<file path="config.mk">
export PLATFORM = sky130hd
export DESIGN_NAME = status_generate
export DESIGN_NICKNAME = d
export VERILOG_FILES = /design/src/ps_pio_regs_pkg.sv /design/src/status_generate.sv
export SDC_FILE = /design/constraint.sdc
export NUM_CORES = 1
export LEC_CHECK = 0
export BUFFER_PORTS_ARGS = -buffer_cell sky130_fd_sc_hd__buf_4
export CAP_MARGIN = 20
export CORE_UTILIZATION = 43
export CTS_BUF_LIST = sky130_fd_sc_hd__clkbuf_2
export DETAILED_ROUTE_END_ITERATION = 12
export PLACE_DENSITY = 0.77
export SLEW_MARGIN = 5
export SYNTH_ARGS = -nofsm -noshare
export SYNTH_HDL_FRONTEND = slang
export SYNTH_SLANG_ARGS = --single-unit
</file>
<file path="constraint.sdc">
create_clock -name rst -period 1.2 [get_ports rst]
set_clock_uncertainty 0.2 [all_clocks]
set_input_delay 0.18 -clock rst [delete_from_list [all_inputs] [get_ports rst]]
set_output_delay 0.18 -clock rst [all_outputs]
set_load 0.02 [all_outputs]
</file>
<file path="src/ps_pio_regs_pkg.sv">
package ps_pio_regs_pkg;

    typedef logic [7:0]  cmd_byte_t;        // one byte on command/status bus
    typedef logic [4:0]  reg_addr_t;        // register offset after decode
    typedef logic [15:0] reg_data_t;        // write payload, d1:d0
    typedef logic [1:0]  status_payload_t;  // {half_full, active}

    localparam int cmd_bytes = 4;           // al, ah, d0, d1

    // register offsets within the decoded window
    localparam reg_addr_t reg_en_rst       = 5'h0;  // bit1 enable, bit0 run
    localparam reg_addr_t reg_cmd          = 5'h1;  // push sequencer command
    localparam reg_addr_t reg_status_cntrl = 5'h2;  // status mode + seq number

endpackage

</file>
<file path="src/status_generate.sv">
`timescale 1ns/1ps

module status_generate #(
    parameter ps_pio_regs_pkg::cmd_byte_t status_reg_addr = 8'h2
) (
    input  logic                             rst,     // clock
    input  logic                             mclk,    // async reset
    input  logic                             we,      // status_cntrl write
    input  ps_pio_regs_pkg::cmd_byte_t       wd,      // {seq[5:0], mode[1:0]}
    input  ps_pio_regs_pkg::status_payload_t status,
    output ps_pio_regs_pkg::cmd_byte_t       ad,
    output logic                             rq,      // low on last byte
    input  logic                             start    // address byte taken
);

    typedef enum logic [1:0] {st_idle, st_addr, st_payload} state_t;

    state_t                           state;
    logic [1:0]                       mode;       // 0 off, 1 once, 3 on change
    logic [5:0]                       seq;        // echoed in payload byte
    logic                             pending;    // explicit request not yet sent
    ps_pio_regs_pkg::status_payload_t sent;       // payload of last packet
    logic                             auto_send;
    logic                             due;

    assign auto_send = mode == 2'd3;
    assign due       = pending || (auto_send && status != sent);
    assign rq        = state == st_addr;
    assign ad        = (state == st_payload) ? {seq, sent} : status_reg_addr;

    always_ff @(posedge rst or posedge mclk) begin
        if (mclk) begin
            state   <= st_idle;
            mode    <= 2'd0;
            seq     <= '0;
            pending <= 1'b0;
            sent    <= '0;
        end else begin
            if (we) begin
                mode <= wd[1:0];
                seq  <= wd[7:2];
            end
            if (we)
                pending <= wd[1:0] != 2'd0;  // any mode sends current status once
            else if (state == st_addr && start)
                pending <= 1'b0;
            case (state)
                st_idle: begin
                    if (due)
                        state <= st_addr;
                end
                st_addr: begin
                    if (start) begin
                        state <= st_payload;
                        sent  <= status;     // latest value incl changes while waiting
                    end
                end
                default: state <= st_idle;   // payload byte lasts one cycle
            endcase
        end
    end

    // receiver takes only an offered address byte
    a_start_in_addr: assert property (@(posedge rst) disable iff (mclk)
        start |-> rq)
        else $error("status_generate: start without an offered address byte");

endmodule

</file>
==> results.json <==
{
  "combPwrFrac": 0.443,
  "antenna_cells": 0,
  "grt_first_pass_wirelength_um": 2250,
  "cp.arrival_ns": 1.24,
  "switchingPower_mw": 0.480,
  "status": "complete, but fails checks",
  "cp-start-kind": "register",
  "synthMuxAreaShare": 0.194,
  "seqPwrFrac": 0.402,
  "antenna_left": 0,
  "core.rowCount": 12,
  "synth_compound_area_frac": 0.0562,
  "cp_cell_sequence": "and2b_4 -> and2_4 -> buf_6",
  "drive_gt1_frac": 0.586,
  "dr.first_iter.drc_count": 5,
  "core_area_um2": 1170,
  "holdCritStartpoint": "we",
  "reg2regPathDepth": 3,
  "synth_area_per_cell_um2": 12.9,
  "required_ns": 0.82,
  "tns_ns": -4.13,
  "whs_path_depth": 2,
  "fin_cells": 101,
  "r2r_slack_ns": -0.24,
  "p_leak_nw": 0.472,
  "slew_headroom": 0.675,
  "grt_max_degree": 14,
  "ctsRootBufferMaster": "clkbuf_2",
  "vias": 498,
  "tightest_slew_ns": 0.487,
  "synthAdderAreaFrac": 0,
  "dp_cells": 81,
  "drc": 0,
  "clockBufferDepth": 2,
  "synthTopCellsByCount": "dfrtp_1, mux2_2, and2_1",
  "yosys.area.top_type_share": 0.562,
  "clkPwrFrac": 0.155,
  "cts.sinks": 13,
  "worst_setup_path_end_kind": "output pin",
  "post-synth-top-count-cell": "dfrtp_1",
  "ys_seq_area_frac": 0.562,
  "r2r_end": "sent[0]",
  "clock_latency_ns": 0.27,
  "cp.buffers_inverters": 1,
  "die_y_um": 38.7,
  "cts_tree": "built",
  "synth_top_family_by_area": "multiplexers",
  "power.internal_mw": 1.01,
  "grt_overflow": 0,
  "areaGrowthSynthToFinish_pct": 71.7,
  "clk_pin_slew_worst_paths_ns": 0.12,
  "dp_hpwl_um": 813,
  "final_util": 0.849,
  "finalHoldViolations": 0,
  "syn_inst": 45,
  "fillCellCount": 67,
  "fin_ws_ns": -0.420,
  "holdPathEnd": "seq[5]",
  "synthSimpleGateAreaFrac": 0.136,
  "dieWidth_um": 38.7,
  "critPathMaxFanout": 8,
  "cts_buffers": 3,
  "period_needed_ns": 1.62,
  "yosysTopAreaCell": "dfrtp_1",
  "track_usage": 0.238,
  "synth_cell_types": 14,
  "power_density_nw_per_um2": 1500,
  "maxCapViolCount": 0,
  "critPathKind": "reg2out",
  "dr.pass1.iters": 4,
  "place_area_um2": 783,
  "synth_edf_count": 0,
  "io_buffers": 22,
  "hold_class": "in2reg",
  "final_cell_area_um2": 995,
  "place_congestion": 0.726,
  "post_drt_via_cell_ratio": 4.93,
  "maxSlewViolCount": 0,
  "pin_count": 23,
  "synth-xor-area-share": 0.0302,
  "yosys_register_bits": 13,
  "start_util": 0.495,
  "total_power_mw": 1.49,
  "violations": "setup timing",
  "fin_crit_sh": 1.35,
  "yosys_warnings": 0,
  "sw_frac_of_total": 0.322,
  "timing.fmax_ghz": 0.617,
  "grt_pass1_vias": 532,
  "rsz0062_at_grt": "yes",
  "worst_path_max_delay_cell": "dfrtp_1",
  "synth_fp_nets": 59,
  "final_nets": 102,
  "critPathTopFamily": "simple AND/OR/NAND/NOR gates",
  "cts_max_level": 1,
  "grt_antenna_before_repair": 0,
  "crit_path_start": "state[0]",
  "setup_viol": 14,
  "netlist_area_um2": 579,
  "drt-wirelength-per-cell_um": 14.1,
  "peakVddDrop_v": 0.000894,
  "synth.area.top_cells": "dfrtp_1, mux2_2, and2_1",
  "wl_um": 1420,
  "dieArea_um2": 1500,
  "r2r_start": "state[1]",
  "ys_async_sr_fraction": 1.00,
  "synthFlopType": "dfrtp_1",
  "slowest_delay_ns": 0.39
}
## sequential cells by signal (all words and copies together) (netlist names)
name / flops
mode: 2
seq: 6
pending: 1
state: 2
sent: 2
## kinds of logic (layout without fill, tap and decap cells)
family          after synthesis  in the layout
flops                        13             13
xor+xnor                      2              2
mux                          10             10
compound gates                4              4
simple gates                 13             13
buf+inv                       3             45
## how the worst max path moves through the flow
stage	end	slack (ns)	cells after the start
finish	ad[6]	-0.42	3
CTS	ad[6]	-0.42	3
global route	ad[6]	-0.47	3
floorplan	ad[0]	-0.03	2
detailed placement	ad[6]	-0.18	3
global placement	ad[4]	-0.16	3
## per-stage QoR
stage | setup slack [ns] | hold WS, ns
6_report | -0.420 | 0.0617
5_1_grt | -0.473 | 0.0557
4_1_cts | -0.418 | 0.0455
3_5_place_dp | -0.177 | 0.0283
3_3_place_gp | -0.161 | 0.0287
2_1_floorplan | -0.0255 | -0.143
## placed cells by master, fill, tap and decap left out, drive strengths merged
master,instances
mux2,10
nor2,2
nor2b,1
nand3b,1
and2,7
nand2b,1
and2b,1
xor2,2
buf,26
dfrtp,13
o211ai,1
clkbuf,4
a221oi,1
dlygate4sd3,13
a21oi,2
inv,2
## power by group through the flow
stage | Sequential (mW) | Clock (mW) | Combinational [mW]
after floorplan | 0.603 | 0 | 0.325
after global placement | 0.614 | 0 | 0.485
after detailed placement | 0.619 | 0 | 0.497
after CTS | 0.591 | 0.235 | 0.620
after global routing | 0.615 | 0.254 | 0.706
final | 0.599 | 0.231 | 0.660
## metal layers
metal	vias up	part of all wire	track usage
met1	234	0.36	0.266
li1	236	-	-
met2	21	0.56	0.396
met5	-	0	0
met3	7	0.050	0.0636
met4	0	0.034	0.147
## repair_timing
action	CTS	global route
pin swaps	6	4
setup endpoints to repair	13	14
hold buffers	13	0
resized for setup	8	4
hold endpoints to repair	25	0
buffers inserted	2	1
## area by class of cell
cell class	instances	area [um^2]	share of cell area
Timing Repair Buffer	39	359	0.361
Clock buffer	4	20.0	0.0201
Tap cell	14	17.5	0.0176
Sequential cell	13	325	0.327
Inverter	2	7.51	0.00755
Multi-Input combinational cell	29	265	0.267
No activity file was read; power rests on OpenSTA's default activity.
