### src/ps_pio_chan_pkg.sv
package ps_pio_chan_pkg;

    typedef logic [13:0] cmd_word_t;   // {chn, need, page, seq_addr}
    typedef logic [9:0]  seq_addr_t;   // sequencer program address
    typedef logic [1:0]  page_t;       // one of 4 buffer pages
    typedef logic [6:0]  buf_waddr_t;  // 64-bit word within page
    typedef logic [63:0] word64_t;     // memory side
    typedef logic [31:0] word32_t;     // port side
    typedef logic [9:0]  port_addr_t;  // {page, 32-bit word}

    localparam int buf_addr_w = $bits(page_t) + $bits(buf_waddr_t);  // memory side incl page

    // cmd_word_t field positions
    localparam int cmd_page_lsb = 10;
    localparam int cmd_need_bit = 12;
    localparam int cmd_chn_bit  = 13;  // 0 read to port0, 1 write from port1

endpackage

### src/cmd_fifo.sv
`timescale 1ns/1ps

module cmd_fifo #(
    parameter int fifo_depth = 4
) (
    input  logic                       rst,       // clock
    input  logic                       mclk,      // async reset
    input  logic                       sync_rst,  // held while channel in reset
    input  logic                       we,
    input  logic                       re,
    input  ps_pio_chan_pkg::cmd_word_t data_in,
    output ps_pio_chan_pkg::cmd_word_t data_out,  // head, no read latency
    output logic                       nempty,
    output logic                       half_full
);

    localparam int            pw   = (fifo_depth > 1) ? $clog2(fifo_depth) : 1;
    localparam int            cw   = $clog2(fifo_depth + 1);
    localparam logic [pw-1:0] last = pw'(fifo_depth - 1);

    ps_pio_chan_pkg::cmd_word_t mem [fifo_depth];
    logic [pw-1:0] wptr;
    logic [pw-1:0] rptr;
    logic [cw-1:0] count;
    logic          full;
    logic          wr;
    logic          rd;

    assign full      = count == cw'(fifo_depth);
    assign wr        = we && !full;        // push into full queue is lost
    assign rd        = re && nempty;
    assign nempty    = count != '0;
    assign half_full = count >= cw'(fifo_depth / 2);
    assign data_out  = mem[rptr];

    always_ff @(posedge rst or posedge mclk) begin
        if (mclk) begin
            wptr  <= '0;
            rptr  <= '0;
            count <= '0;
        end else if (sync_rst) begin
            wptr  <= '0;
            rptr  <= '0;
            count <= '0;
        end else begin
            if (wr)
                wptr <= (wptr == last) ? '0 : wptr + 1'b1;
            if (rd)
                rptr <= (rptr == last) ? '0 : rptr + 1'b1;
            count <= count + cw'(wr) - cw'(rd);
        end
    end

    always_ff @(posedge rst) begin
        if (wr)
            mem[wptr] <= data_in;
    end

    a_no_overflow: assert property (@(posedge rst) disable iff (mclk)
        (we && !sync_rst) |-> !full)
        else $error("cmd_fifo: write while full, command dropped");

    a_no_underflow: assert property (@(posedge rst) disable iff (mclk)
        (re && !sync_rst) |-> nempty)
        else $error("cmd_fifo: read while empty");

endmodule

### config.mk
export PLATFORM = sky130hd
export DESIGN_NAME = cmd_fifo
export DESIGN_NICKNAME = d
export VERILOG_FILES = /design/src/ps_pio_chan_pkg.sv /design/src/cmd_fifo.sv
export SDC_FILE = /design/constraint.sdc
export NUM_CORES = 1
export LEC_CHECK = 0
export BUFFER_PORTS_ARGS = -buffer_cell sky130_fd_sc_hd__buf_2
export CORE_MARGIN = 4
export CORE_UTILIZATION = 35
export CTS_BUF_LIST = sky130_fd_sc_hd__clkbuf_16
export DETAILED_ROUTE_END_ITERATION = 16
export PLACE_DENSITY = 0.53
export SYNTH_ARGS = -nofsm -noshare
export SYNTH_HDL_FRONTEND = slang
export SYNTH_SLANG_ARGS = --single-unit
export TNS_END_PERCENT = 30
### constraint.sdc
create_clock -name rst -period 5.53 [get_ports rst]
set_input_delay 1.106 -clock rst [delete_from_list [all_inputs] [get_ports rst]]
set_output_delay 1.106 -clock rst [all_outputs]
set_load 0.1 [all_outputs]
==> impl_metrics.py <==
metrics = {
    "power_and_ir_drop": {
        "design_power_total_mw": 1.77,
        "p_leak_nw": 1.13,
        "power_density_mw_per_mm2": 576,
        "ir_worst_vdd_mv": 0.267,
    },
    "timing": {
        "slew_violations": 0,
        "hold_viol": 0,
        "post-route-min-period_ps": 3360,
        "finalCritPeriodShare_pct": 60.8,
        "finalSetupViolCount": 0,
        "whs_ps": 598,
        "final.setup.tns_ps": 0,
        "fmaxAchievable_mhz": 298,
        "slew_headroom_pct": 32.7,
        "finalClockSkew_ps": 4.17,
        "rsz0062_at_grt": "no",
        "worstMarginPinSlew_ps": 1010,
    },
    "clock_tree": {
        "cts_hold_buf": 0,
        "h-tree-depth": 3,
        "cts.sinks": 63,
        "cts_tree": "yes",
        "clockBufferDepth": 2,
        "clock_latency_ps": 320,
        "root_buffer": "clkbuf_16",
        "postCtsSetupRepairBufs": 0,
        "clk_pin_slew_ps": 50,
        "cts-buffers-inserted": 9,
        "cts_resized": 0,
    },
    "yosys": {
        "ys_top_cells_by_area": "edfxtp_1 (67%), mux4_2 (13%), dfrtp_1 (6.9%)",
        "ys_top_cells_by_count": "edfxtp_1 (56), mux4_2 (14), inv_1 (9), ha_1 (8), dfrtp_1 (7)",
        "ys_ff_latch": 63,
        "ys.flop_type": "edfxtp_1",
        "syn_area_per_cell_um2": 20.5,
        "synth_enable_flop_cells": 56,
        "yosysMostFrequentCell": "edfxtp_1",
        "synth_area_leader_cell": "edfxtp_1",
        "synthDistinctLibCells": 26,
        "ys_warn_count": 0,
        "ys_seq_area_share_pct": 73.6,
        "post_synth_inst_count": 123,
        "async_flop_share_pct": 11.1,
        "syn_area_mm2": 0.00252,
        "synth.top_cell.area_share_pct": 66.7,
        "syn-num-nets": 151,
    },
    "global_route": {
        "grt_pass1_vias": 1335,
        "antenna_found_initial": 0,
        "grtUsageMet1_pct": 12.8,
        "overflow": 0,
        "globalRouteMet2Util_pct": 17.8,
        "grt_max_degree": 18,
        "grt.total_usage_pct": 11.0,
        "grt-busiest-layer": "met2",
        "use_met3_pct": 4.87,
        "grt_pass1_wl_um": 6840,
    },
    "setup_path": {
        "rr_endpoint": "count[2]",
        "critPathMaxFanout": 17,
        "r2r_cells": 9,
        "path_class": "flop to output port",
        "reg2reg_from": "count[1]",
        "startpoint_type": "flop",
        "crit_arrival_ps": 2250,
        "end_kind": "output port",
        "reg2reg_setup_slack_ps": 3150,
        "required_ps": 4420,
    },
    "floorplan": {
        "die_area_mm2": 0.00863,
        "row_count": 30,
        "initial_utilization_pct": 36.5,
        "core-area_mm2": 0.00691,
        "die_width_um": 92.9,
        "die_height_um": 92.9,
        "ioPinCount": 35,
    },
    "layout": {
        "antenna_cells": 0,
        "seq_area_mm2": 0.00186,
        "syn2layout_area_growth_pct": 21.9,
        "finalNetCount": 192,
        "multi_input_area_um2": 604,
        "final_area_mm2": 0.00307,
        "drive_above_1_share_pct": 41.4,
        "final.fill_count": 625,
        "fin_util_pct": 44.5,
    },
    "place": {
        "postPlaceCellArea_mm2": 0.00279,
        "hpwl_um": 2830,
        "routabilityCongestion": 0.759,
        "numPortBuffers": 34,
    },
    "drt": {
        "drc": 0,
        "drt_iter0_drc": 44,
        "vias_per_cell": 4.60,
        "ant_nets": 0,
        "drt_first_pass_iters": 4,
        "wl_per_cell_um": 16.3,
        "num_vias": 1219,
        "wl_um": 4320,
    },
    "outcome": {
        "outcome": "completed",
    },
    "min_path": {
        "hp-start": "wptr[1]",
        "hold_depth": 2,
        "hold_class": "flop to flop",
        "hold-path-endpoint": "wptr[1]",
    },
    "flow_run": {
        "max_cap_viol_count": 0,
    },
}
==> layout make-up <==
class | instances | share of cell area [%]
inverter | 9 | 1.10
clock buffer | 9 | 7.33
multi-input combinational | 47 | 19.7
tap | 96 | 3.91
timing repair buffer | 34 | 5.54
clock inverter | 7 | 2.08
sequential | 63 | 60.4
==> through the flow <==
stage,std cells,setup WS [ps]
6_report,265,2170
5_1_grt,265,1990
4_1_cts,265,2100
3_5_place_dp,249,2430
3_3_place_gp,249,2450
2_1_floorplan,123,1680
==> where the power goes <==
group          switching (mW)  total [mW]  internal [mW]
logic                   0.471       0.614          0.143
registers              0.0503       0.629          0.579
clock network           0.185       0.528          0.344
==> how the worst max path moves through the flow <==
stage | start | to | slack, ps | depth (start not counted)
floorplan | count[1] | half_full | 1680 | 2
global placement | rptr[0] | data_out[5] | 2450 | 2
detailed placement | rptr[0] | data_out[12] | 2430 | 2
CTS | rptr[0] | data_out[12] | 2100 | 2
global route | rptr[0] | data_out[12] | 1990 | 2
finish | rptr[0] | data_out[12] | 2170 | 2
==> logic make-up after synthesis <==
logic type / after synthesis / synth area share [%]
flops: 63 / 73.6
simple gates: 17 / 4.27
mux: 16 / 13.3
buf+inv: 13 / 2.43
fa+ha+maj: 9 / 4.76
compound gates: 4 / 1.29
xor+xnor: 1 / 0.347
==> registers in the layout (all words and copies together), names as in the netlist <==
signal / cells
wptr: 2
count: 3
mem: 56
rptr: 2
==> routing by layer <==
layer / part of all wire, % / wire length (um)
met1: 42 / 1820
met2: 51 / 2220
met3: 4.9 / 211
met4: 1.5 / 64
met5: 0 / 0
==> cells in the final DEF (no fill, tap or decap) <==
| cell type | synthesis | layout |
|---|---|---|
| nand2b_1 | 2 | 2 |
| clkinv_2 | 0 | 2 |
| xnor2_1 | 1 | 1 |
| clkinv_4 | 0 | 1 |
| inv_1 | 9 | 9 |
| o31ai_2 | 1 | 1 |
| nand2_1 | 1 | 1 |
| fa_1 | 1 | 1 |
| buf_2 | 1 | 34 |
| or3_2 | 1 | 1 |
| edfxtp_1 | 56 | 56 |
| ha_1 | 8 | 8 |
| nand3_1 | 1 | 1 |
| dfrtp_1 | 7 | 7 |
| o31ai_1 | 2 | 2 |
| or3_1 | 1 | 1 |
| clkinv_1 | 0 | 2 |
| nor2b_1 | 1 | 1 |
| or3b_4 | 1 | 1 |
| mux4_2 | 14 | 14 |
| a21oi_1 | 1 | 1 |
| and2_4 | 1 | 1 |
| mux2i_1 | 2 | 2 |
| nor3_1 | 1 | 1 |
| nor2_1 | 3 | 3 |
| bufinv_16 | 0 | 1 |
| and3_2 | 4 | 4 |
| clkinvlp_4 | 0 | 1 |
| clkbuf_16 | 0 | 9 |
==> critical path: stages (launching register included) <==
cell and delay, ps:
dfrtp_1 1000, mux4_2 620, buf_2 310
Power figures use the tool's default switching activity.
