==> config.mk <==
export PLATFORM = sky130hd
export DESIGN_NAME = ps_pio_ctrl
export DESIGN_NICKNAME = d
export VERILOG_FILES = /design/src/ps_pio_regs_pkg.sv /design/src/ps_pio_chan_pkg.sv /design/src/ps_pio_ctrl.sv
export SDC_FILE = /design/constraint.sdc
export NUM_CORES = 1
export LEC_CHECK = 0
export BUFFER_PORTS_ARGS = -buffer_cell sky130_fd_sc_hd__buf_2
export CAP_MARGIN = 25
export CORE_UTILIZATION = 34
export DETAILED_ROUTE_END_ITERATION = 16
export PLACE_DENSITY_LB_ADDON = 0.12
export SYNTH_ARGS = -nofsm -noshare
export SYNTH_HDL_FRONTEND = slang
export SYNTH_SLANG_ARGS = --single-unit
==> constraint.sdc <==
create_clock -name rst -period 3.2 [get_ports rst]
set_input_delay 0.16 -clock rst [delete_from_list [all_inputs] [get_ports rst]]
set_output_delay 0.16 -clock rst [all_outputs]
set_load 0.02 [all_outputs]
==> src/ps_pio_regs_pkg.sv <==
package ps_pio_regs_pkg;

    typedef logic [7:0]  cmd_byte_t;        // one byte on command/status bus
    typedef logic [4:0]  reg_addr_t;        // register offset after decode
    typedef logic [15:0] reg_data_t;        // write payload, d1:d0
    typedef logic [1:0]  status_payload_t;  // {half_full, active}

    localparam int cmd_bytes = 4;           // al, ah, d0, d1

    // register offsets within the decoded window
    localparam reg_addr_t reg_en_rst       = 5'h0;  // bit1 enable, bit0 run
    localparam reg_addr_t reg_cmd          = 5'h1;  // push sequencer command
    localparam reg_addr_t reg_status_cntrl = 5'h2;  // status mode + seq number

endpackage

==> src/ps_pio_chan_pkg.sv <==
package ps_pio_chan_pkg;

    typedef logic [13:0] cmd_word_t;   // {chn, need, page, seq_addr}
    typedef logic [9:0]  seq_addr_t;   // sequencer program address
    typedef logic [1:0]  page_t;       // one of 4 buffer pages
    typedef logic [6:0]  buf_waddr_t;  // 64-bit word within page
    typedef logic [63:0] word64_t;     // memory side
    typedef logic [31:0] word32_t;     // port side
    typedef logic [9:0]  port_addr_t;  // {page, 32-bit word}

    localparam int buf_addr_w = $bits(page_t) + $bits(buf_waddr_t);  // memory side incl page

    // cmd_word_t field positions
    localparam int cmd_page_lsb = 10;
    localparam int cmd_need_bit = 12;
    localparam int cmd_chn_bit  = 13;  // 0 read to port0, 1 write from port1

endpackage

==> src/ps_pio_ctrl.sv <==
`timescale 1ns/1ps

module ps_pio_ctrl (
    input  logic                             rst,             // clock
    input  logic                             mclk,            // async reset
    input  ps_pio_regs_pkg::reg_addr_t       reg_addr,
    input  ps_pio_regs_pkg::reg_data_t       reg_data,
    input  logic                             reg_we,
    input  logic                             channel_pgm_en0, // read channel grant
    input  logic                             channel_pgm_en1, // write channel grant
    input  logic                             seq_done0,
    input  logic                             seq_done1,
    input  ps_pio_chan_pkg::cmd_word_t       fifo_head,
    input  logic                             fifo_nempty,
    input  logic                             fifo_half_full,
    output logic                             want_rq0,
    output logic                             need_rq0,
    output logic                             want_rq1,
    output logic                             need_rq1,
    output ps_pio_chan_pkg::seq_addr_t       seq_data0,       // shared by both channels
    output logic                             seq_set0,
    output ps_pio_chan_pkg::page_t           page,
    output logic                             fifo_push,
    output logic                             fifo_pop,
    output logic                             fifo_clear,
    output logic                             status_we,
    output ps_pio_regs_pkg::status_payload_t status_payload
);

    logic [1:0] en_rst;     // {enable, run}
    logic       chn_en;
    logic       chn_rst;
    logic       pgm_en;
    logic       seq_done;
    logic       mem_run;    // granted transfer still running
    logic       busy;
    logic       start;
    logic       cmd_chn;
    logic       cmd_need;

    assign chn_en    = en_rst[1];
    assign chn_rst   = !en_rst[0];    // run bit low holds channel in reset
    assign pgm_en    = channel_pgm_en0 || channel_pgm_en1;
    assign seq_done  = seq_done0 || seq_done1;
    assign cmd_chn   = fifo_head[ps_pio_chan_pkg::cmd_chn_bit];
    assign cmd_need  = fifo_head[ps_pio_chan_pkg::cmd_need_bit];
    assign busy      = want_rq0 || need_rq0 || want_rq1 || need_rq1 || mem_run;
    assign start     = !chn_rst && chn_en && !busy && fifo_nempty;
    assign seq_data0 = ps_pio_chan_pkg::seq_addr_t'(fifo_head);  // low bits of head
    assign fifo_push = reg_we && reg_addr == ps_pio_regs_pkg::reg_cmd;
    assign status_we = reg_we && reg_addr == ps_pio_regs_pkg::reg_status_cntrl;
    assign fifo_pop  = seq_set0;      // head consumed with the set pulse
    assign fifo_clear     = chn_rst;
    assign status_payload = {fifo_half_full, fifo_nempty || busy};

    always_ff @(posedge rst or posedge mclk) begin
        if (mclk) begin
            en_rst   <= 2'b00;        // disabled and held in reset
            want_rq0 <= 1'b0;
            need_rq0 <= 1'b0;
            want_rq1 <= 1'b0;
            need_rq1 <= 1'b0;
            mem_run  <= 1'b0;
            seq_set0 <= 1'b0;
            page     <= '0;
        end else begin
            if (reg_we && reg_addr == ps_pio_regs_pkg::reg_en_rst)
                en_rst <= reg_data[1:0];
            if (chn_rst || pgm_en) begin
                want_rq0 <= 1'b0;     // grant or reset drops all requests
                need_rq0 <= 1'b0;
                want_rq1 <= 1'b0;
                need_rq1 <= 1'b0;
            end else if (start) begin
                want_rq0 <= !cmd_chn;
                need_rq0 <= !cmd_chn && cmd_need;
                want_rq1 <= cmd_chn;
                need_rq1 <= cmd_chn && cmd_need;
            end
            if (seq_done)
                mem_run <= 1'b0;
            else if (pgm_en)
                mem_run <= 1'b1;
            seq_set0 <= pgm_en && !chn_rst;   // one edge after grant
            if (seq_set0)
                page <= fifo_head[ps_pio_chan_pkg::cmd_page_lsb +: $bits(page)];
        end
    end

    // grant only for the channel that is requesting
    a_grant_req: assert property (@(posedge rst) disable iff (mclk)
        pgm_en |-> (channel_pgm_en0 == want_rq0 && channel_pgm_en1 == want_rq1))
        else $error("ps_pio_ctrl: grant without matching request");

endmodule

==> reports/results.ini <==
[detailed_routing]
drt-initial-drc-count=4
drcViolationCount=0
num_vias=439
dr.pass1.iters=4
avgRoutedWirePerCell_um=11.3
drt_wl_total_um=1050
via_per_inst=4.72
postRouteAntennaNets=0

[synthesis]
synth.most_common_cell=buf_4
seq_area_frac_synth=0.449
ys_ff_latch=10
synth.distinct_cells=19
muxShareOfSynthArea=0.0944
synth_fp_nets=98
synthArstFlopShare=1.00
synth-compound-area-share=0.0360
synth_edf_count=0
synth_top_area_frac=0.449
avgSynthCellArea_um2=10.3
synthAdderAreaFrac=0
synth_top_family_by_area=simple AND/OR/NAND/NOR gates
ys_warn_count=0
yosysTopAreaCell=dfrtp_1
synthTopCellsByCount=buf_4 (12), dfrtp_1 (10), nand2_1 (6)
synth.area.top_cells=dfrtp_1 (45%), buf_4 (16%), mux2_4 (5.4%), mux2_2 (4.0%), nand2_1 (4.0%)
synth_simple_gate_area_frac=0.245
synth_xor_area_frac=0
synth_flop_cell=dfrtp_1
synth_cells=54
syn_area_um2=557

[cells_and_area]
drive_gt1_frac=0.532
diodes=0
fillers=160
regArea_um2=250
multi_input_area_um2=209
areaGrowthSynthToFinish_pct=22.7
stdcell_area_um2=683
nets=122

[placement]
portBuffers=30
place_ws_ps=1610
gp_congestion=0.727
dpl_cell_area_um2=637

[power]
p_leak_nw=0.354
ir_worst_vdd_mv=0.181
power_density_nw_per_um2=520

[job]
cap_violations=0

[sta]
setup_viol=0
skew_ps=4.20
setup_tns_ps=0
max_freq_mhz=744
hold_ws_ps=46.1
rsz0062_at_grt=no
tightest_slew_ps=455
maxSlewViolCount=0
timing.final.ws_setup_ps=1860
finalCriticalPeriod_ps=1340
period_share=0.420
slew_headroom=0.695
hold_violations=0

[cts]
clockRootBuffer=clkbuf_4
cts_hold_buf=1
path_clk_slew_ps=70
cts_setup_buffers=0
clock_latency_ps=260
clock_path_buffers=2
htreeDepth=1
clkSinkCount=10
cts_tree=built
cts_inserted_buffers=3
ctsResizeCount=0

[die]
initial_core_util=0.365
fp.dieH_um=42.5
dieWidth_um=42.5
ios=67
num_rows=14
dieArea_um2=1800
coreArea_um2=1520

[min_path]
worstHoldPathType=input pin to register
min-delay-start=seq_done0
hold_path_end=mem_run
hold-path-cell-count=2

[critical_path]
cp.required_ps=3040
timing.rr.start=need_rq1
end_kind=output pin
arrival_ps=1180
timing.rr.end=want_rq1
startpoint_type=register
critical_path_class=register to output pin
rrSetupSlack_ps=1940
rr_worst_depth=3
critPathMaxFanout=4

[grt]
grt_overflow=0
first_global_vias=398
grt_max_degree=11
grt_pass1_wl_um=1690
grt_use_total=0.133
antenna_found_initial=0

[run_status]
outcome=finished, final reports clean

## area by class of cell
class,instances,share of cell area
clock buffers,4,0.0531
flip-flops and latches,10,0.366
repair buffers,31,0.234
inverters,2,0.0110
well taps,16,0.0293
multi-input cells,30,0.306
## layer usage
| metal | vias up | share of wire | track usage |
|---|---|---|---|
| met5 | - | 0 | 0 |
| li1 | 219 | - | - |
| met2 | 30 | 0.39 | 0.188 |
| met4 | 0 | 0.026 | 0.113 |
| met1 | 184 | 0.47 | 0.156 |
| met3 | 6 | 0.11 | 0.0517 |
## where the power goes
part	internal, mW	switching, mW	total [mW]
registers	0.145	0.0110	0.156
logic	0.0416	0.0457	0.0873
clock network	0.0690	0.0430	0.112
total	0.255	0.0998	0.355
## critical path, stage by stage, from the launching register on
cell	delay, ps
dfrtp_1	400
nor4_1	290
nand2_1	70
buf_2	160
## worst max path at each step
stage               slack (ps)  cells after the start                end        start
finish                    1860                      3  status_payload[0]     need_rq1
global route              1690                      3  status_payload[0]     need_rq1
CTS                       1830                      3  status_payload[0]     need_rq1
detailed placement        1610                      4          en_rst[1]  reg_addr[4]
global placement          1630                      4          en_rst[1]  reg_addr[4]
floorplan                 1740                      3          en_rst[0]  reg_addr[4]
## registers in the layout, indices dropped and copies added (netlist names)
register / count
mem_run: 1
fifo_pop: 1
en_rst: 2
need_rq1: 1
need_rq0: 1
want_rq1: 1
want_rq0: 1
page: 2
## through the flow
stage	std cells	power, mW	utilization
2_1_floorplan	54	0.233	-
3_3_place_gp	88	0.244	0.418
6_report	93	0.355	0.448
5_1_grt	93	0.381	0.448
4_1_cts	93	0.364	0.448
3_5_place_dp	88	0.246	0.418
## cells in the final DEF (no fill, tap or decap), types with 2 or more instances in the layout
cell type and count:
clkbuf_4 3, buf_2 30, inv_1 2, dfrtp_1 10, o21ai_0 4, nor2_1 3, nor3b_1 2, mux2_4 2
nand2_1 6, mux2_2 2, nor3_1 2
## kinds of logic after synthesis
group | count (synthesis)
and+or+nand+nor | 22
buffers and inverters | 14
DFF | 10
AOI/OAI and AO/OA | 4
muxes | 4
No activity file was read; power rests on OpenSTA's default activity.
