File: src/ps_pio_regs_pkg.sv
package ps_pio_regs_pkg;

    typedef logic [7:0]  cmd_byte_t;        // one byte on command/status bus
    typedef logic [4:0]  reg_addr_t;        // register offset after decode
    typedef logic [15:0] reg_data_t;        // write payload, d1:d0
    typedef logic [1:0]  status_payload_t;  // {half_full, active}

    localparam int cmd_bytes = 4;           // al, ah, d0, d1

    // register offsets within the decoded window
    localparam reg_addr_t reg_en_rst       = 5'h0;  // bit1 enable, bit0 run
    localparam reg_addr_t reg_cmd          = 5'h1;  // push sequencer command
    localparam reg_addr_t reg_status_cntrl = 5'h2;  // status mode + seq number

endpackage

File: src/cmd_deser.sv
`timescale 1ns/1ps

module cmd_deser #(
    parameter logic [15:0] ps_addr = 16'h100,
    parameter logic [15:0] ps_mask = 16'h3e0
) (
    input  logic                       rst,   // clock
    input  logic                       mclk,  // async reset
    input  ps_pio_regs_pkg::cmd_byte_t ad,
    input  logic                       stb,   // marks first byte
    output ps_pio_regs_pkg::reg_addr_t addr,
    output ps_pio_regs_pkg::reg_data_t data,
    output logic                       we
);

    localparam int nb = ps_pio_regs_pkg::cmd_bytes;

    logic [2:0]      cnt;    // 0 idle, 1..nb-1 shifting, nb decode
    logic [8*nb-1:0] sr;     // {d1, d0, ah, al} once full
    logic            shift;
    logic            match;

    assign shift = stb || (cnt != 3'd0 && cnt != 3'(nb));
    assign match = (sr[15:0] & ps_mask) == (ps_addr & ps_mask);  // window compare

    always_ff @(posedge rst or posedge mclk) begin
        if (mclk) begin
            cnt <= '0;
            we  <= 1'b0;
        end else begin
            if (stb)
                cnt <= 3'd1;              // new transfer, may follow decode cycle
            else if (cnt == 3'(nb))
                cnt <= '0;
            else if (cnt != 3'd0)
                cnt <= cnt + 3'd1;
            we <= (cnt == 3'(nb)) && match;  // single-cycle write pulse
        end
    end

    always_ff @(posedge rst) begin
        if (shift)
            sr <= {ad, sr[8*nb-1:8]};     // bytes enter from the top
        if (cnt == 3'(nb)) begin
            addr <= sr[4:0];              // low address bits only
            data <= sr[8*nb-1 -: 16];
        end
    end

    // a new strobe must not cut into bytes still being collected
    a_stb_gap: assert property (@(posedge rst) disable iff (mclk)
        stb |-> (cnt == 3'd0 || cnt == 3'(nb)))
        else $error("cmd_deser: stb during transfer");

endmodule

File: config.mk
export PLATFORM = sky130hd
export DESIGN_NAME = cmd_deser
export DESIGN_NICKNAME = d
export VERILOG_FILES = /design/src/ps_pio_regs_pkg.sv /design/src/cmd_deser.sv
export SDC_FILE = /design/constraint.sdc
export NUM_CORES = 1
export LEC_CHECK = 0
export ABC_AREA = 1
export BUFFER_PORTS_ARGS = -buffer_cell sky130_fd_sc_hd__buf_2
export CAP_MARGIN = 20
export CORE_ASPECT_RATIO = 0.8
export CORE_MARGIN = 4
export CORE_UTILIZATION = 50
export DETAILED_ROUTE_END_ITERATION = 6
export PLACE_DENSITY = 0.81
export RECOVER_POWER = 25
export SLEW_MARGIN = 25
export SYNTH_ARGS = -nofsm -noshare
export SYNTH_HDL_FRONTEND = slang
export SYNTH_SLANG_ARGS = --single-unit
File: constraint.sdc
create_clock -name rst -period 3.5 [get_ports rst]
set_input_delay 0.7 -clock rst [delete_from_list [all_inputs] [get_ports rst]]
set_output_delay 0.7 -clock rst [all_outputs]
set_load 0.01 [all_outputs]
==> results_dict.tcl, run 1 <==
set metrics [dict create \
    status "complete, no violations" \
    pre_cts_ws_ns 1.84 \
    synthCells 83 \
    path_class "reg2reg" \
    vias 834 \
    finalCriticalPeriod_ns 1.55 \
    cp.arrival_ns 1.51 \
    yosysMostFrequentCell "edfxtp_1" \
    ios 33 \
    core_area_um2 3470 \
    drtAntennaViolNets 0 \
    switching_share_pct 20.3 \
    clk_path_buf_depth 2 \
    cp-start-kind "register" \
    syn_to_final_growth_pct 21.8 \
    yosys-top-cells-count "edfxtp_1, inv_1, nand2_1, dfrtp_1, nor2_1" \
    worst_slew_pin_slew_ns 0.455 \
    slowest_delay_ns 0.40 \
    cts_hold_buf 0 \
    cpMaxStageDelayCell "dfrtp_1" \
    cp-end-kind "register" \
    yosys.area.top_type_share_pct 87.5 \
    chipWidth_um 75.4 \
    cts_htree_levels 3 \
    ys_seq_elements 57 \
    path_cells "inv_1, ha_1, nand2_1, inv_2" \
    seq_area_frac_synth_pct 93.0 \
    synthArstFlopShare_pct 7.02 \
    maxSlewViolCount 0 \
    cts.clk_slew.worst_paths_ns 0.06 \
    fmax_ghz 0.644 \
    clockPowerShare_pct 35.2 \
    grtUsageTotal_pct 12.0 \
    cts_root_buf "clkbuf_8" \
    rows 19 \
    mappedNetlistArea_um2 1820 \
    ys.flop_type "edfxtp_1" \
    p_sw_mw 0.311 \
    synth-edff-count 53 \
    n_antenna_cell 0 \
    drive_gt1_share_pct 35.9 \
    synth_area_leaders "edfxtp_1, dfrtp_1, inv_1" \
    p_leak_nw 0.875 \
    routabilityCongestion 0.688 \
    drt_iter0_drc 25 \
    synth-warning-count 0 \
    grt_antenna_before_repair 0 \
    drtPass1Iterations 4 \
    cts_resized 0 \
    grt_max_degree 33 \
    period_share_pct 44.3 \
    hpwlAfterDp_um 1520 \
    intPower_mw 1.22 \
    path_max_fanout 22 \
    seqPwrFrac_pct 59.1 \
    via_per_inst 4.82 \
    setup_viol 0 \
    postCtsSetupBuffers 0 \
    grt_pass1_vias 821 \
    insertion_delay_ns 0.31 \
    drcViolationCount 0 \
    cp_data_required_time_ns 3.46 \
    maxCapViolCount 0 \
    min_path_type "in2async" \
    gr-total-overflow 0 \
    pwr-share-comb_pct 5.7 \
    slew_headroom_pct 69.6 \
    post_drt_wl_per_cell_um 13.4 \
    hold_violations 0 \
    worst_slack_ns 1.95 \
    grt_pass1_wl_um 3680 \
    syn_avg_cell_area_um2 21.9 \
    vdd_ir_drop_max_uv 406 \
    rsz0062_at_grt "false" \
    start_util_pct 52.4 \
    clock_skew_ns 0.00281 \
    p_total_mw 1.53 \
    buffer_ports.inserted 32 \
    tritoncts "built" \
    cts-buffers-inserted 9 \
    hold_slack_ns 0.259 \
    nNetsFinal 140 \
    powerDensity_nw_per_um2 690 \
    post-synth-top-area-cell "edfxtp_1" \
    netlist-cell-type-count 11 \
    die_h_um 62.0 \
    die_area_um2 4670 \
    clock_sinks 57 \
    syn_nets 96 \
    setup_tns_ns 0 \
    wirelength_um 2330 \
]
power by group through the flow:
stage	clock network (mW)	registers [mW]	logic [mW]
after CTS	0.558	0.906	0.0873
after floorplan	0	0.911	0.0485
after global routing	0.597	0.915	0.0974
after global placement	0	0.910	0.0769
after detailed placement	0	0.919	0.0866
final	0.539	0.904	0.0865
layer usage:
layer  vias to the layer above  GRT usage [%]  routed length (um)
met3                         6           8.68                 159
met5                         -              0                   0
met1                       405           11.8                 916
met4                         0           5.99                  21
li1                        396              -                   -
met2                        27           19.2                1230
through the flow:
step           cells  cell area (um2)  util, %
6_report         173             2220     63.8
5_1_grt          173             2220     63.8
4_1_cts          173             2220     63.8
3_5_place_dp     158             2040     58.8
3_3_place_gp     158             2040     58.8
2_1_floorplan     83             1820        -
worst max-delay path: cells and delay by family (launching register included):
kind,cells,cell delay [ns]
flip-flops,1,0.40
AND/OR/NAND/NOR,1,0.11
adder cells (fa/ha/maj),1,0.24
buffers and inverters,2,0.44
placed cells by master, fill, tap and decap left out:
| master | count |
|---|---|
| inv_1 | 7 |
| clkinv_2 | 3 |
| nand2_1 | 6 |
| edfxtp_1 | 53 |
| ha_1 | 2 |
| nand3_1 | 2 |
| inv_2 | 1 |
| nor2_1 | 4 |
| buf_4 | 1 |
| clkbuf_1 | 2 |
| nand3b_1 | 1 |
| a21oi_1 | 1 |
| dfrtp_1 | 4 |
| clkbuf_8 | 9 |
| buf_2 | 32 |
| nand4_1 | 2 |
| bufinv_16 | 1 |
path summary, 6_finish.rpt:
| path | to | slack, ns | cells after the start | from |
|---|---|---|---|---|
| max | data[10] | 1.95 | 4 | cnt[0] |
| min | we | 0.26 | 2 | mclk |
| max reg2reg | data[10] | 1.95 | 4 | cnt[0] |
| min reg2reg | sr[7] | 0.41 | 0 | sr[15] |
| max in group asynchronous | cnt[2] | 3.09 | 2 | mclk |
| min in group rst | sr[7] | 0.41 | 0 | sr[15] |
kinds of logic after synthesis:
logic type / Yosys count / share of synthesized area (%)
compound gates: 1 / 0.275
fa+ha+maj: 2 / 1.38
buf+inv: 8 / 1.65
flops: 57 / 93.0
simple gates: 15 / 3.71
layout make-up:
cell class                      count  area, um2
Timing Repair Buffer               33        168
Clock inverter                      4       45.0
Clock buffer                       11        131
Inverter                            8       30.0
Multi-Input combinational cell     18       97.6
Sequential cell                    57       1690
Tap cell                           42       52.6
Fill cell                         239       1250
registers in the layout (all words and copies together), names as in the netlist:
signal / cells
data: 16
sr: 32
cnt: 3
we: 1
addr: 5
No activity file was read; power rests on OpenSTA's default activity.
==> run 2, diff against run 1 <==
--- a/config.mk
+++ b/config.mk
@@ -5,7 +5,7 @@
 export SDC_FILE = /design/constraint.sdc
 export NUM_CORES = 1
 export LEC_CHECK = 0
-export ABC_AREA = 1
+export ABC_AREA = 0
 export BUFFER_PORTS_ARGS = -buffer_cell sky130_fd_sc_hd__buf_2
 export CAP_MARGIN = 20
 export CORE_ASPECT_RATIO = 0.8
==> constraint.sdc (replaced) <==
create_clock -name rst -period 1.6 [get_ports rst]
set_input_delay 0.32 -clock rst [delete_from_list [all_inputs] [get_ports rst]]
set_output_delay 0.32 -clock rst [all_outputs]
set_load 0.01 [all_outputs]
==> run 2 against run 1 <==
Against the previous run:
- wire length down 2.3%
- first-iteration DRC count up 110%
- sequential power up 140%
- critical path type unchanged
==> results_dict.tcl, run 2 <==
set metrics [dict create \
    clock_sinks 57 \
    die_h_um 61.7 \
    grtUsageTotal_pct 11.4 \
    regMostFlops "sr" \
    design_area_um2 2250 \
    grt_pass1_wl_um 3460 \
    die_area_um2 4640 \
    reg2reg_to "data[13]" \
    status "complete, no violations" \
    fin_util_pct 65.3 \
    cts-buffers-inserted 9 \
    yosys.area.top_type_share_pct 88.1 \
    cts_root_buf "clkbuf_8" \
    syn_nets 86 \
    grt_max_degree 34 \
    rsz0062_at_grt "false" \
    slew_headroom_pct 85.8 \
    ios 33 \
    path_max_fanout 22 \
    worst_slew_pin_slew_ns 0.212 \
    grt_antenna_before_repair 0 \
    cts_resized 0 \
    reg2regPathDepth 4 \
    post-synth-top-area-cell "edfxtp_1" \
    path_class "reg2reg" \
    yosysMostFrequentCell "edfxtp_1" \
    mappedNetlistArea_um2 1810 \
    cpMaxStageDelayCell "dfrtp_1" \
    fillers 219 \
    maxCapViolCount 0 \
    yosys-top-cells-count "edfxtp_1, dfrtp_1, inv_1, ha_1, nor3_1" \
    routabilityCongestion 0.683 \
    post_drt_wl_per_cell_um 13.7 \
    top_regs "sr: 32 flops, data: 16 flops, addr: 5 flops" \
    cp-end-kind "register" \
    core_area_um2 3450 \
    synth-warning-count 0 \
    drt_iter0_drc 53 \
    clk_path_buf_depth 2 \
    netlist-cell-type-count 14 \
    drtAntennaViolNets 0 \
    syn_avg_cell_area_um2 24.7 \
    path_cells "inv_1, ha_1, and2_2, buf_12" \
    crit_path_end "data[13]" \
    synth_area_leaders "edfxtp_1, dfrtp_1, ha_1" \
    synth-edff-count 53 \
    gr-total-overflow 0 \
    grt_pass1_vias 797 \
    drive_gt1_share_pct 39.5 \
    r2r_start "cnt[0]" \
    slowest_delay_ns 0.41 \
    rows 19 \
    start_util_pct 52.4 \
    clock_skew_ns 0.00495 \
    cts.clk_slew.worst_paths_ns 0.06 \
    crit_start "cnt[0]" \
    cp.arrival_ns 1.45 \
    buffer_ports.inserted 32 \
    via_per_inst 4.73 \
    syn_to_final_growth_pct 24.6 \
    rrSetupSlack_ns 0.17 \
    drtPass1Iterations 4 \
    ys_seq_elements 57 \
    synthArstFlopShare_pct 7.02 \
    drcViolationCount 0 \
    p_leak_nw 0.871 \
    wirelength_um 2270 \
    synthCells 73 \
    vdd_ir_drop_max_uv 1240 \
    p_total_mw 3.63 \
    finalCriticalPeriod_ns 1.43 \
    hold_violations 0 \
    final_common_cell "edfxtp_1" \
    place_area_um2 2060 \
    maxSlewViolCount 0 \
    period_share_pct 89.2 \
    nNetsFinal 132 \
    postCtsSetupBuffers 0 \
    tritoncts "built" \
    fmax_ghz 0.701 \
    setup_tns_ns 0 \
    seq_area_frac_synth_pct 93.7 \
    largest_reg_flops 32 \
    n_antenna_cell 0 \
    cp_data_required_time_ns 1.62 \
    insertion_delay_ns 0.32 \
    setup_viol 0 \
    most-common-layout-cells "edfxtp_1, buf_2, clkbuf_8" \
    cp-start-kind "register" \
    cts_htree_levels 3 \
    ys.flop_type "edfxtp_1" \
    chipWidth_um 75.2 \
    powerDensity_nw_per_um2 1610 \
    min_path_type "in2reg" \
    vias 785 \
]
==> run 2: cell types whose count changed in the layout (fill, tap and decap cells not counted), moves of 2 or more <==
cell     previous run  this run
nor2_1              4         0
nand3_1             2         0
nand2_1             6         1
nor3_1              0         2
inv_1               7         3
buf_12              0         2
nand4_1             2         0
==> run 2: repair_timing <==
item	in CTS	in global routing
endpoints found under the setup margin	0	0
hold buffers	1	0
endpoints found under the hold margin	4	0
==> run 2: cell type report <==
class | count | area, um2 | share of cell area [%]
Timing Repair Buffer | 35 | 210 | 9.34
Clock inverter | 4 | 43.8 | 1.95
Sequential cell | 57 | 1690 | 75.2
Multi-Input combinational cell | 13 | 105 | 4.67
Tap cell | 42 | 52.6 | 2.34
Inverter | 3 | 11.3 | 0.501
Clock buffer | 12 | 135 | 6.01
==> run 2: worst min path at each step <==
stage,startpoint,to,slack [ns],cells after the start
global placement,mclk,we,0.21,2
floorplan,mclk,cnt[0],0.09,1
CTS,ad[1],sr[25],0.16,1
global route,ad[1],sr[25],0.16,1
detailed placement,mclk,we,0.21,2
finish,ad[1],sr[25],0.18,1
==> run 2: power by group <==
part	switching [mW]	leakage, nW	internal, mW
sequential	0.112	0.573	2.04
combinational	0.173	0.206	0.120
clock	0.477	0.0918	0.709
==> run 2: critical path: cells and delay by family, from the launching register on <==
kind	cells	cell delay, ns
buffers and inverters	2	0.25
adders and majority gates	1	0.26
DFF	1	0.41
and+or+nand+nor	1	0.21
==> run 2: layer usage <==
| layer | vias to the layer above | track usage (%) | part of all wire (%) |
|---|---|---|---|
| met1 | 373 | 11.0 | 38 |
| met3 | 5 | 7.07 | 9.0 |
| met5 | - | 0 | 0 |
| met2 | 29 | 18.5 | 51 |
| li1 | 378 | - | - |
| met4 | 0 | 7.48 | 1.5 |
==> run 2: stage by stage <==
| step | setup WS, ns | instances | hold WS, ns |
|---|---|---|---|
| floorplan | 0.127 | 73 | 0.0861 |
| global placement | 0.261 | 149 | 0.209 |
| detailed placement | 0.167 | 149 | 0.210 |
| CTS | 0.165 | 166 | 0.159 |
| global route | 0.0866 | 166 | 0.157 |
| finish | 0.173 | 166 | 0.178 |
==> run 2: logic make-up after synthesis <==
logic type / after synthesis / synth area share, %
xor gates and xnor gates: 1 / 0.485
and+or+nand+nor: 7 / 2.56
adders and majority gates: 2 / 1.39
AOI/OAI and AO/OA: 3 / 1.25
DFF: 57 / 93.7
buffers and inverters: 3 / 0.624
